==> src/verilog/udp_rx_pkg.sv <==
`default_nettype none

package udp_rx_pkg;

  typedef logic [7:0]  byte_t;
  typedef logic [31:0] ipv4_addr_t;
  typedef logic [15:0] udp_port_t;
  typedef logic [15:0] len_t;
  typedef logic [15:0] cnt_t;

  localparam len_t       IPV4_HDR_LEN = 16'd20;
  localparam len_t       UDP_HDR_LEN  = 16'd8;
  localparam byte_t      PROTO_UDP    = 8'd17;
  localparam logic [3:0] IPV4_VERSION = 4'd4;
  localparam logic [3:0] IPV4_IHL     = 4'd5; // No options

  // Byte stream with plain strobes
  typedef struct packed {
    byte_t dat;
    logic  val;
    logic  sof;
    logic  eof;
    logic  err; // Only together with eof
  } strm_t;

  typedef struct packed {
    byte_t      proto;
    len_t       total_len;
    ipv4_addr_t src_ip;
    ipv4_addr_t dst_ip;
    logic [15:0] id;
    byte_t      ttl;
  } ipv4_hdr_t;

  typedef struct packed {
    udp_port_t   src_port;
    udp_port_t   dst_port;
    len_t        length;
    logic [15:0] cks;
  } udp_hdr_t;

  typedef struct packed {
    ipv4_hdr_t ipv4_hdr;
    len_t      pld_len; // total_len less the IPv4 header
  } ipv4_meta_t;

  typedef struct packed {
    ipv4_hdr_t ipv4_hdr;
    udp_hdr_t  udp_hdr;
  } udp_meta_t;

  // Own address and port of the device
  typedef struct packed {
    ipv4_addr_t ipv4_addr;
    udp_port_t  udp_port;
  } dev_t;

endpackage

`default_nettype wire

==> src/verilog/ipv4_rx.sv <==
`timescale 1ns/100ps
`default_nettype none

module ipv4_rx
  import udp_rx_pkg::*;
(
  input  logic       clk,
  input  logic       fsm_rst,
  input  dev_t       dev,
  input  strm_t      rx,
  output strm_t      ip_strm,
  output ipv4_meta_t ip_meta
);

  typedef enum logic [1:0] {ST_IDLE, ST_HDR, ST_PLD, ST_DISC} state_t;

  state_t state;
  len_t   hdr_cnt;
  len_t   rem;      // Payload bytes still expected
  byte_t [IPV4_HDR_LEN-1:0] hdr;
  logic [19:0] cks_acc;
  logic   first;
  logic   ovr;
  logic   frm_clr;

  byte_t [IPV4_HDR_LEN-1:0] hdr_full;
  ipv4_hdr_t   hdr_new;
  len_t        pld_len;
  logic [15:0] cks_word;
  logic [19:0] cks_sum;
  logic [16:0] cks_fold1;
  logic [15:0] cks_fold2;
  logic hdr_take;
  logic hdr_last;
  logic hdr_ok;
  logic pld_take;
  logic frm_end;
  len_t rem_nxt;

  // Nothing is taken in the clear cycle
  assign hdr_take = !frm_clr && rx.val && ((state == ST_IDLE && rx.sof) || state == ST_HDR);
  assign hdr_last = hdr_take && hdr_cnt == IPV4_HDR_LEN - 16'd1;
  assign hdr_full = {hdr[IPV4_HDR_LEN-2:0], rx.dat}; // Byte 0 ends up on top

  always_comb begin
    hdr_new.proto     = hdr_full[10];
    hdr_new.total_len = {hdr_full[17], hdr_full[16]};
    hdr_new.src_ip    = hdr_full[7:4];
    hdr_new.dst_ip    = hdr_full[3:0];
    hdr_new.id        = {hdr_full[15], hdr_full[14]};
    hdr_new.ttl       = hdr_full[11];
  end

  assign pld_len = hdr_new.total_len - IPV4_HDR_LEN;

  // Ones-complement sum, one word per odd byte
  assign cks_word  = {hdr[0], rx.dat};
  assign cks_sum   = cks_acc + {4'd0, cks_word};
  assign cks_fold1 = {1'b0, cks_sum[15:0]} + {13'd0, cks_sum[19:16]};
  assign cks_fold2 = cks_fold1[15:0] + {15'd0, cks_fold1[16]};

  assign hdr_ok = hdr_full[19][7:4] == IPV4_VERSION &&
                  hdr_full[19][3:0] == IPV4_IHL &&
                  cks_fold2 == 16'hffff &&
                  hdr_new.dst_ip == dev.ipv4_addr &&
                  hdr_new.total_len > IPV4_HDR_LEN;

  assign pld_take = rx.val && state == ST_PLD && rem != '0;
  assign rem_nxt  = pld_take ? rem - 16'd1 : rem;
  assign frm_end  = rx.eof && (state != ST_IDLE || hdr_take);

  always_ff @(posedge clk) begin
    if (fsm_rst || frm_clr) begin
      state   <= ST_IDLE;
      hdr_cnt <= '0;
      cks_acc <= '0;
      rem     <= '0;
      first   <= 1'b0;
      ovr     <= 1'b0;
    end else begin
      if (hdr_take) begin
        hdr_cnt <= hdr_cnt + 16'd1;
        if (hdr_cnt[0]) cks_acc <= cks_sum;
      end
      if (pld_take) begin
        rem   <= rem_nxt;
        first <= 1'b0;
      end
      if (state == ST_PLD && rx.val && rem == '0) ovr <= 1'b1; // Bytes past total_len
      case (state)
        ST_IDLE: if (hdr_take && !rx.eof) state <= ST_HDR;
        ST_HDR: begin
          if (rx.eof) begin
            state <= ST_IDLE;
          end else if (hdr_last) begin
            state <= hdr_ok ? ST_PLD : ST_DISC;
            rem   <= pld_len;
            first <= 1'b1;
          end
        end
        ST_PLD:  if (rx.eof) state <= ST_IDLE;
        ST_DISC: if (rx.eof) state <= ST_IDLE;
      endcase
    end
  end

  always_ff @(posedge clk) begin
    if (fsm_rst) frm_clr <= 1'b0;
    else frm_clr <= frm_end;
  end

  always_ff @(posedge clk) begin
    if (hdr_take) hdr <= hdr_full;
    if (hdr_last && hdr_ok) begin
      ip_meta.ipv4_hdr <= hdr_new;
      ip_meta.pld_len  <= pld_len;
    end
  end

  always_ff @(posedge clk) begin
    ip_strm.dat <= rx.dat;
    if (fsm_rst) begin
      ip_strm.val <= 1'b0;
      ip_strm.sof <= 1'b0;
      ip_strm.eof <= 1'b0;
      ip_strm.err <= 1'b0;
    end else begin
      ip_strm.val <= pld_take;
      ip_strm.sof <= pld_take && first;
      ip_strm.eof <= state == ST_PLD && rx.eof;
      // Short frame, overrun or upstream error
      ip_strm.err <= state == ST_PLD && rx.eof &&
                     (rx.err || ovr || rem_nxt != '0 || (rx.val && rem == '0));
    end
  end

endmodule

`default_nettype wire

==> src/verilog/udp_rx.sv <==
`timescale 1ns/100ps
`default_nettype none

module udp_rx
  import udp_rx_pkg::*;
(
  input  logic       clk,
  input  logic       fsm_rst,
  input  strm_t      ip_strm,
  input  ipv4_meta_t ip_meta,
  output strm_t      udp_strm,
  output udp_meta_t  udp_meta
);

  byte_t [UDP_HDR_LEN-1:0] hdr;
  byte_t [UDP_HDR_LEN-1:0] hdr_full;
  len_t byte_cnt;
  len_t cnt_nxt;
  logic receiving;
  logic hdr_done;
  logic frm_clr;
  logic start;
  logic in_frm;
  logic take;
  logic len_err;

  // Only UDP frames open a datagram
  assign start    = !frm_clr && ip_strm.sof && ip_meta.ipv4_hdr.proto == PROTO_UDP;
  assign in_frm   = receiving || start;
  assign take     = in_frm && ip_strm.val;
  assign cnt_nxt  = take ? byte_cnt + 16'd1 : byte_cnt;
  assign hdr_full = {hdr[UDP_HDR_LEN-2:0], ip_strm.dat};

  // Byte count and UDP length must both agree with the IPv4 payload length
  assign len_err = cnt_nxt != ip_meta.pld_len ||
                   udp_meta.udp_hdr.length != ip_meta.pld_len;

  always_ff @(posedge clk) begin
    if (fsm_rst || frm_clr) begin
      receiving <= 1'b0;
      hdr_done  <= 1'b0;
      byte_cnt  <= '0;
    end else begin
      if (start) receiving <= 1'b1;
      if (in_frm && ip_strm.eof) receiving <= 1'b0;
      byte_cnt <= cnt_nxt;
      if (take && byte_cnt == UDP_HDR_LEN - 16'd1) hdr_done <= 1'b1;
    end
  end

  // One clear cycle after each frame
  always_ff @(posedge clk) begin
    if (fsm_rst) frm_clr <= 1'b0;
    else frm_clr <= in_frm && ip_strm.eof;
  end

  always_ff @(posedge clk) begin
    if (take) hdr <= hdr_full;
  end

  always_ff @(posedge clk) begin
    if (start) udp_meta.ipv4_hdr <= ip_meta.ipv4_hdr;
    if (take && byte_cnt == UDP_HDR_LEN - 16'd1) begin
      udp_meta.udp_hdr.src_port <= hdr_full[7:6];
      udp_meta.udp_hdr.dst_port <= hdr_full[5:4];
      udp_meta.udp_hdr.length   <= hdr_full[3:2];
      udp_meta.udp_hdr.cks      <= hdr_full[1:0];
    end
  end

  always_ff @(posedge clk) begin
    udp_strm.dat <= ip_strm.dat;
    if (fsm_rst) begin
      udp_strm.val <= 1'b0;
      udp_strm.sof <= 1'b0;
      udp_strm.eof <= 1'b0;
      udp_strm.err <= 1'b0;
    end else begin
      udp_strm.val <= take && hdr_done;
      udp_strm.sof <= take && byte_cnt == UDP_HDR_LEN; // First byte after header
      udp_strm.eof <= in_frm && hdr_done && ip_strm.eof;
      udp_strm.err <= in_frm && hdr_done && ip_strm.eof && (ip_strm.err || len_err);
    end
  end

endmodule

`default_nettype wire

==> src/verilog/udp_port_filter.sv <==
`timescale 1ns/100ps
`default_nettype none

module udp_port_filter
  import udp_rx_pkg::*;
(
  input  logic      clk,
  input  logic      fsm_rst,
  input  dev_t      dev,
  input  strm_t     udp_strm,
  input  udp_meta_t udp_meta,
  output strm_t     pld,
  output udp_meta_t meta,
  output cnt_t      rx_count,
  output cnt_t      drop_count,
  output cnt_t      err_count
);

  logic active;
  logic pass;
  logic match;
  logic in_frm;
  logic pass_now;
  logic frm_end;
  logic end_ok;
  logic end_err;
  logic end_drop;

  function automatic cnt_t sat_inc(input cnt_t c);
    return (c == '1) ? c : c + 16'd1;
  endfunction

  assign match    = udp_meta.udp_hdr.dst_port == dev.udp_port;
  assign in_frm   = active || udp_strm.sof;
  assign pass_now = udp_strm.sof ? match : pass; // Decision held for the frame
  assign frm_end  = in_frm && udp_strm.eof;

  always_ff @(posedge clk) begin
    if (fsm_rst) begin
      active <= 1'b0;
      pass   <= 1'b0;
    end else begin
      if (udp_strm.sof) begin
        active <= 1'b1;
        pass   <= match;
      end
      if (frm_end) active <= 1'b0;
    end
  end

  always_ff @(posedge clk) begin
    pld.dat <= udp_strm.dat;
    if (fsm_rst) begin
      pld.val <= 1'b0;
      pld.sof <= 1'b0;
      pld.eof <= 1'b0;
      pld.err <= 1'b0;
    end else begin
      pld.val <= udp_strm.val && in_frm && pass_now;
      pld.sof <= udp_strm.sof && match;
      pld.eof <= frm_end && pass_now;
      pld.err <= frm_end && pass_now && udp_strm.err;
    end
  end

  always_ff @(posedge clk) begin
    if (udp_strm.sof && match) meta <= udp_meta;
  end

  // Counted one cycle after the output eof
  always_ff @(posedge clk) begin
    if (fsm_rst) begin
      end_ok     <= 1'b0;
      end_err    <= 1'b0;
      end_drop   <= 1'b0;
      rx_count   <= '0;
      drop_count <= '0;
      err_count  <= '0;
    end else begin
      end_ok   <= frm_end && pass_now && !udp_strm.err;
      end_err  <= frm_end && pass_now && udp_strm.err;
      end_drop <= frm_end && !pass_now;
      if (end_ok) rx_count <= sat_inc(rx_count);
      if (end_drop) drop_count <= sat_inc(drop_count);
      if (end_err) err_count <= sat_inc(err_count);
    end
  end

endmodule

`default_nettype wire

==> src/verilog/udp_rx_top.sv <==
`timescale 1ns/100ps
`default_nettype none

module udp_rx_top
  import udp_rx_pkg::*;
(
  input  logic      clk,
  input  logic      fsm_rst,
  input  dev_t      dev,
  input  strm_t     rx,
  output strm_t     pld,
  output udp_meta_t meta,
  output cnt_t      rx_count,
  output cnt_t      drop_count,
  output cnt_t      err_count
);

  strm_t      ip_strm;
  ipv4_meta_t ip_meta;
  strm_t      udp_strm;
  udp_meta_t  udp_meta;

  // IPv4 header check and strip
  ipv4_rx ipv4_rx0 (
    .clk     (clk),
    .fsm_rst (fsm_rst),
    .dev     (dev),
    .rx      (rx),
    .ip_strm (ip_strm),
    .ip_meta (ip_meta)
  );

  udp_rx udp_rx0 (
    .clk      (clk),
    .fsm_rst  (fsm_rst),
    .ip_strm  (ip_strm),
    .ip_meta  (ip_meta),
    .udp_strm (udp_strm),
    .udp_meta (udp_meta)
  );

  udp_port_filter udp_port_filter0 (
    .clk        (clk),
    .fsm_rst    (fsm_rst),
    .dev        (dev),
    .udp_strm   (udp_strm),
    .udp_meta   (udp_meta),
    .pld        (pld),
    .meta       (meta),
    .rx_count   (rx_count),
    .drop_count (drop_count),
    .err_count  (err_count)
  );

endmodule

`default_nettype wire

==> config.mk <==
export PLATFORM = sky130hd
export DESIGN_NAME = udp_rx_top
export DESIGN_NICKNAME = d
export VERILOG_FILES = /design/src/verilog/udp_rx_pkg.sv /design/src/verilog/ipv4_rx.sv /design/src/verilog/udp_rx.sv /design/src/verilog/udp_port_filter.sv /design/src/verilog/udp_rx_top.sv
export SDC_FILE = /design/constraint.sdc
export NUM_CORES = 1
export LEC_CHECK = 0
export BUFFER_PORTS_ARGS = -buffer_cell sky130_fd_sc_hd__buf_2
export CELL_PAD_IN_SITES_DETAIL_PLACEMENT = 1
export CELL_PAD_IN_SITES_GLOBAL_PLACEMENT = 1
export CORE_ASPECT_RATIO = 0.6
export CORE_UTILIZATION = 35
export CTS_CLUSTER_DIAMETER = 80
export DETAILED_ROUTE_END_ITERATION = 6
export PLACE_DENSITY = 0.63
export SYNTH_ARGS = -nofsm -noshare
export SYNTH_HDL_FRONTEND = slang
export SYNTH_SLANG_ARGS = --single-unit
==> constraint.sdc <==
create_clock -name clk -period 31.3 [get_ports clk]
set_clock_uncertainty 0.05 [all_clocks]
set_input_delay 4.695 -clock clk [delete_from_list [all_inputs] [get_ports clk]]
set_output_delay 4.695 -clock clk [all_outputs]
set_load 0.01 [all_outputs]
[After elaboration in Yosys (flattened, before gate mapping)]
Index checks and enable logic that the tools add are counted.
Word-level totals
  register bits after elaboration: 852
  output and inout bits: 236
  logic and storage cells: 202
Cells by class
  add/sub/neg operators: 10
  $lt $le $gt $ge: 1
  eq/ne operators: 20
  muxes and demuxes: 17
  bitwise gates (word level): 3
  reduce and logical (&&, ||, !) cells: 65
Operator list (number)
  $mux W16: 6
  $add A16 B1 Y16 const B: 5
  $eq A16 B16 Y1 const B: 4
  $logic_and A1 B1 Y1: 36
  $eq A32 B32 Y1: 1
  $ne A16 B16 Y1: 2
  $reduce_bool A16 Y1: 2
  $add A20 B16 Y20: 1
  $add A16 B4 Y17: 1
  $add A16 B1 Y16: 1
  $eq A16 B16 Y1: 1
  $eq A16 B3 Y1 const B: 1
  $eq A16 B4 Y1 const B: 1
  $eq A16 B5 Y1 const B: 1
  $gt A16 B5 Y1 const B: 1
  $logic_not A16 Y1: 1
  $sub A16 B1 Y16 const B: 1
  $sub A16 B5 Y16 const B: 1
  $logic_or A1 B1 Y1: 11
  $eq A4 B3 Y1 const B: 2
  $eq A8 B5 Y1 const B: 1
  $mux W2: 4
  $reduce_and A2 Y1: 4
  $mux W1: 6
  other kinds (12): 21

[Depth between registers and ports, before layout]
  depth after elaboration: 11
  depth in mapped cells: 26

[By module]
From an unflattened synthesis, not the netlist that was laid out.
Second synthesis, totals
  cells, all modules: 1904
  area total of the unflattened synthesis: 30719.5 um^2
Modules (own cells, without submodules)
  ipv4_rx: times used 1, cells each 906, area each 13401.6 um^2, seq. area each 9729.3 um^2
  udp_rx: times used 1, cells each 468, area each 8966.1 um^2, seq. area each 7587.3 um^2
  udp_port_filter: times used 1, cells each 530, area each 8351.8 um^2, seq. area each 6566.3 um^2

[Worst setup path after synthesis]
OpenSTA, ideal clock, no wires.
  path type: input-to-reg
  start: input rx[3] (netlist name)
  end: register, netlist name ipv4_rx0.ip_meta[0]
  arrival time: 17.350 ns
  required time: 30.749 ns
  slack: 13.399 ns
  stages: 4
  buffers on the path: 0
  path through: nor4b_2 > nand2_1 > nor2_1 > and3_1
On the way
  longest elaborated chain between the ends: 4
RTL lines
  start: declaration: RTL line udp_rx_top.sv:10  | input strm_t rx,
  $logic_and A1 B1 Y1 (2 in series): RTL line ipv4_rx.sv:41  | assign hdr_take = !frm_clr && rx.val && ((state == ST_IDLE && rx.sof) || state == ST_HDR);
  $logic_and A1 B1 Y1: RTL line ipv4_rx.sv:42  | assign hdr_last = hdr_take && hdr_cnt == IPV4_HDR_LEN - 16'd1;
  $logic_and A1 B1 Y1: RTL line ipv4_rx.sv:114  | if (hdr_last && hdr_ok) begin
Every way passes these cells.
A chain may end at the register's enable or synchronous reset.

[Worst setup path in the final report]
  start: input rx[8] (netlist name)
  end: register, netlist name ipv4_rx0.ip_meta[33]
On the way
  longest elaborated chain between the ends: 8
RTL lines
  $add A20 B16 Y20: RTL line ipv4_rx.sv:58  | assign cks_sum = cks_acc + {4'd0, cks_word};
  named net ipv4_rx0.cks_sum[17]: RTL line ipv4_rx.sv:30  | logic [19:0] cks_sum;
  $add A16 B4 Y17: RTL line ipv4_rx.sv:59  | assign cks_fold1 = {1'b0, cks_sum[15:0]} + {13'd0, cks_sum[19:16]};
  $add A16 B1 Y16: RTL line ipv4_rx.sv:60  | assign cks_fold2 = cks_fold1[15:0] + {15'd0, cks_fold1[16]};
  $eq A16 B16 Y1: RTL line ipv4_rx.sv:64  | cks_fold2 == 16'hffff &&
  $logic_and A1 B1 Y1: RTL line ipv4_rx.sv:63  | hdr_full[19][3:0] == IPV4_IHL &&
  $logic_and A1 B1 Y1: RTL line ipv4_rx.sv:64
  $logic_and A1 B1 Y1: RTL line ipv4_rx.sv:65  | hdr_new.dst_ip == dev.ipv4_addr &&
  $logic_and A1 B1 Y1: RTL line ipv4_rx.sv:114
The timed path passes the listed nets, and every way through them passes these cells.

==> summary.md <==
| Metric | Value |
|---|---|
| Outcome | `completed` |
| Most common cell after layout, fill and taps aside | `sky130_fd_sc_hd__edfxtp_1` |
| Pwr per Cell Area | `~65 nW/um^2` |
| Number of gates resized after cts | `0` |
| Period utilisation layout | `0.385` |
| Count of TritonRoute iterations in the first routing pass | `5` |
| Initial antenna violation count | `11` |
| Most area-consuming cells after synthesis | `sky130_fd_sc_hd__edfxtp_1, sky130_fd_sc_hd__dfxtp_1, sky130_fd_sc_hd__xnor2_1, sky130_fd_sc_hd__xor2_1, sky130_fd_sc_hd__nor2_1` |
| Upper clock frequency limit | `between 0.08 and 0.09 GHz` |
| Depth of the CTS H-tree | `3` |
| Flops & latches, synth | `850` |
| Count of buffers added by post-CTS timing repair for setup | `0` |
| Required arrival time at the worst endpoint | `31.53 ns` |
| Number of synthesized flops with an enable pin | `686` |
| P_leak | `approximately 0.012 uW` |
| Syn Nets | `1,853` |
| Hold_buf cts | `0` |
| Ports | `298` |
| Ordered cell list for the critical path | `buf_2, ha_1, o211ai_1, o211ai_1, nand3_1, a31oi_1, o21ai_0, nand2b_1, nand2_1, xnor2_1, fa_1, a21o_1, a21oi_1, nor3_1, and3_1, and3_1, ha_1, ha_1, nand4_1, nor4_1, nand4_1, nor4_1, and3_4, buf_4` |
| Number of buffers created by CTS | `83` |
| Initial Utilization | `0.355` |
| Cell at the slowest stage of the critical path | `sky130_fd_sc_hd__and3_4` |
| Nets | `around 2.2k` |
| Per-instance average area after synthesis | `16.9 sq um` |
| Number of distinct library cells after synthesis | `72` |
| RSZ-0062 raised after global routing | `false` |
| Startpoint-to-endpoint class of the critical path | `in -> reg` |
| Critical path peak fanout | `64` |
| Avg WL per Cell | `between 20 and 25 um` |
| Total of buffers placed on input and output ports | `approximately 300` |
| Via count of the first global-routing pass | `15.9k` |
| Prevailing post-synth register cell | `sky130_fd_sc_hd__edfxtp_1` |
| Family of cells with the greatest summed delay on the critical path | `simple AND/OR/NAND/NOR gates` |
| Finished Cell Area | `35,400 sq um` |
| Buf/Inv on CP | `2` |
| Slew Viols, Final | `0` |
| Routability Congestion | `0.826` |
| Clock tree from TritonCTS | `built` |
| DRC | `0` |
| Post-synth top area share | `0.694` |
| Setup TNS | `0 ns` |
| Share of post-route cells with drive strength above 1 | `0.209` |
| Element type at the critical path end | `flop` |
| Global router's overall resource usage | `0.164` |
| Post-detailed-route via-to-cell ratio | `4.67` |
| Power after layout | `~2300 uW` |
| Final Util | `0.422` |
| Cell Area, Synth | `29,700 sq um` |
| Commonest cells after routing, fill and taps aside | `sky130_fd_sc_hd__edfxtp_1, sky130_fd_sc_hd__buf_2, sky130_fd_sc_hd__dfxtp_1` |
| Final global-route overflow total | `0` |
| Worst-case headroom to the max-slew limit | `0.270` |
| Post-synthesis instance total | `1,758` |
| Total number of vias | `between 15k and 20k` |
| Global-route wire length before repair | `103,000 um` |
| Post-CTS clock slew at the launch and capture registers of the worst setup and hold paths | `0.06 ns` |
| Post-place instance area | `32,600 sq um` |
| Core box area | `83,700 sq um` |
| Share of async-settable or async-resettable flops after synthesis | `0` |
| Buffer depth of the longest clock path | `3` |
| Number of sinks driven by the clock tree | `850` |
| Horizontal die dimension | `between 300 and 400 um` |
| Antenna Nets Post-Route | `0` |
| Cell taking the most area after synthesis | `sky130_fd_sc_hd__edfxtp_1` |
| Hold Violations, Final | `0` |
| Most frequent cell on the critical path | `sky130_fd_sc_hd__ha_1` |
| Die area | `86,000 sq um` |
| Die Ht | `228 um` |
| DR iter-0 viols | `approximately 970` |
| Hpwl dp | `48,900 um` |
| Pin slew with the least headroom to its limit | `1.08 ns` |
| Final setup viols | `0` |
| Total wire length | `71,600 um` |
| Worst Hold Class | `reg -> reg` |
| Placement Rows | `82` |
| Latest clock arrival within the worst-skew pair | `0.67 ns` |
| Clock Root Buffer | `sky130_fd_sc_hd__clkbuf_16` |
| Yosys warnings | `0` |
| Post-synthesis sequential area ratio | `0.805` |
| Max-cap check violation count | `0` |
| Maximum number of pins on one net before global-route repair | `161` |
| Launching element type of the critical path | `input port` |
| Largest stage delay on the critical path | `0.94 ns` |
| Data arrival time of the critical path | `12.27 ns` |
| Growth of design area from synthesis to finish | `19.1%` |
| Fin crit period | `12.04 ns` |
| Max VDD drop | `0.0000385 V` |
## per-layer routing
metal	up-vias	wire, um	track usage
li1	7296	-	-
met1	7856	34100	0.234
met2	248	33300	0.252
met3	114	2500	0.0320
met4	2	1590	0.0524
met5	-	13	0
## cells by family (layout without fill, tap and decap cells)
family / Yosys count / after routing / synth area share
DFF: 850 / 850 / 0.805
and+or+nand+nor: 462 / 462 / 0.0788
xor gates and xnor gates: 194 / 194 / 0.0577
AOI/OAI and AO/OA: 155 / 155 / 0.0345
buffers and inverters: 57 / 481 / 0.00767
adders and majority gates: 33 / 33 / 0.0144
muxes: 7 / 7 / 0.00240
other: 0 / 4 / 0
## registers in the layout, indices dropped and copies added, names as in the netlist, 2 cells and up
name / count
udp_port_filter0.drop_count: 16
ipv4_rx0.ip_meta: 126
ipv4_rx0.hdr: 144
ipv4_rx0.cks_word: 8
udp_rx0.hdr: 56
ipv4_rx0.state: 2
udp_port_filter0.err_count: 16
udp_rx0.byte_cnt: 16
ipv4_rx0.rem: 16
udp_rx0.udp_meta: 176
udp_rx0.udp_strm: 12
ipv4_rx0.ip_strm: 12
udp_port_filter0.rx_count: 16
ipv4_rx0.hdr_cnt: 16
udp_port_filter0.meta: 176
ipv4_rx0.cks_acc: 20
udp_port_filter0.pld: 11
## power by group
group,switching [uW],total [uW],leakage [uW],internal [uW]
Sequential,9.23,1230,0.00755,1220
Clock,434,1030,0.00135,597
Combinational,29.2,43.6,0.00329,14.3
## Yosys cell counts (6+ instances only)
| cell | instances |
|---|---|
| sky130_fd_sc_hd__a211oi_1 | 18 |
| sky130_fd_sc_hd__a21o_1 | 8 |
| sky130_fd_sc_hd__a21oi_1 | 52 |
| sky130_fd_sc_hd__and2_1 | 9 |
| sky130_fd_sc_hd__and3_1 | 23 |
| sky130_fd_sc_hd__clkbuf_1 | 28 |
| sky130_fd_sc_hd__dfxtp_1 | 164 |
| sky130_fd_sc_hd__edfxtp_1 | 686 |
| sky130_fd_sc_hd__ha_1 | 31 |
| sky130_fd_sc_hd__inv_1 | 23 |
| sky130_fd_sc_hd__mux2i_1 | 6 |
| sky130_fd_sc_hd__nand2_1 | 86 |
| sky130_fd_sc_hd__nand2b_1 | 7 |
| sky130_fd_sc_hd__nand3_1 | 41 |
| sky130_fd_sc_hd__nand3b_1 | 7 |
| sky130_fd_sc_hd__nand4_1 | 28 |
| sky130_fd_sc_hd__nor2_1 | 153 |
| sky130_fd_sc_hd__nor2b_1 | 12 |
| sky130_fd_sc_hd__nor3_1 | 24 |
| sky130_fd_sc_hd__nor4_1 | 23 |
| sky130_fd_sc_hd__o211ai_1 | 6 |
| sky130_fd_sc_hd__o21ai_0 | 25 |
| sky130_fd_sc_hd__or2_2 | 7 |
| sky130_fd_sc_hd__or3_1 | 15 |
| sky130_fd_sc_hd__xnor2_1 | 109 |
| sky130_fd_sc_hd__xor2_1 | 84 |
## final cells by class
cell class              count  area (sq um)
flip-flops and latches    850         23900
well taps                1134          1420
repair buffers            307          1570
clock inverters            53           596
fillers                  8403         48400
diodes                      4          10.0
inverters                  23          93.8
multi-input cells         851          5600
clock buffers              98          2200
## worst paths after layout
check | startpoint | end | slack, ns | cells past startpoint
worst min register to register | udp_rx0.udp_strm[8] | udp_port_filter0.pld[8] | 0.28 | 0
worst max-delay path | rx[8] | ipv4_rx0.ip_meta[33] | 19.26 | 24
worst max register to register | ipv4_rx0.cks_word[8] | ipv4_rx0.ip_meta[33] | 22.78 | 23
worst min-delay path | udp_rx0.udp_strm[8] | udp_port_filter0.pld[8] | 0.28 | 0
## through the flow
step	instances	hold slack (ns)	setup slack, ns
floorplan	1758	0.260	13.40
global placement	3165	0.262	18.65
detailed placement	3165	0.263	18.49
CTS	3316	0.281	19.18
global route	3319	0.283	18.67
finish	3320	0.280	19.26
(Power assumes the default switching activity.)
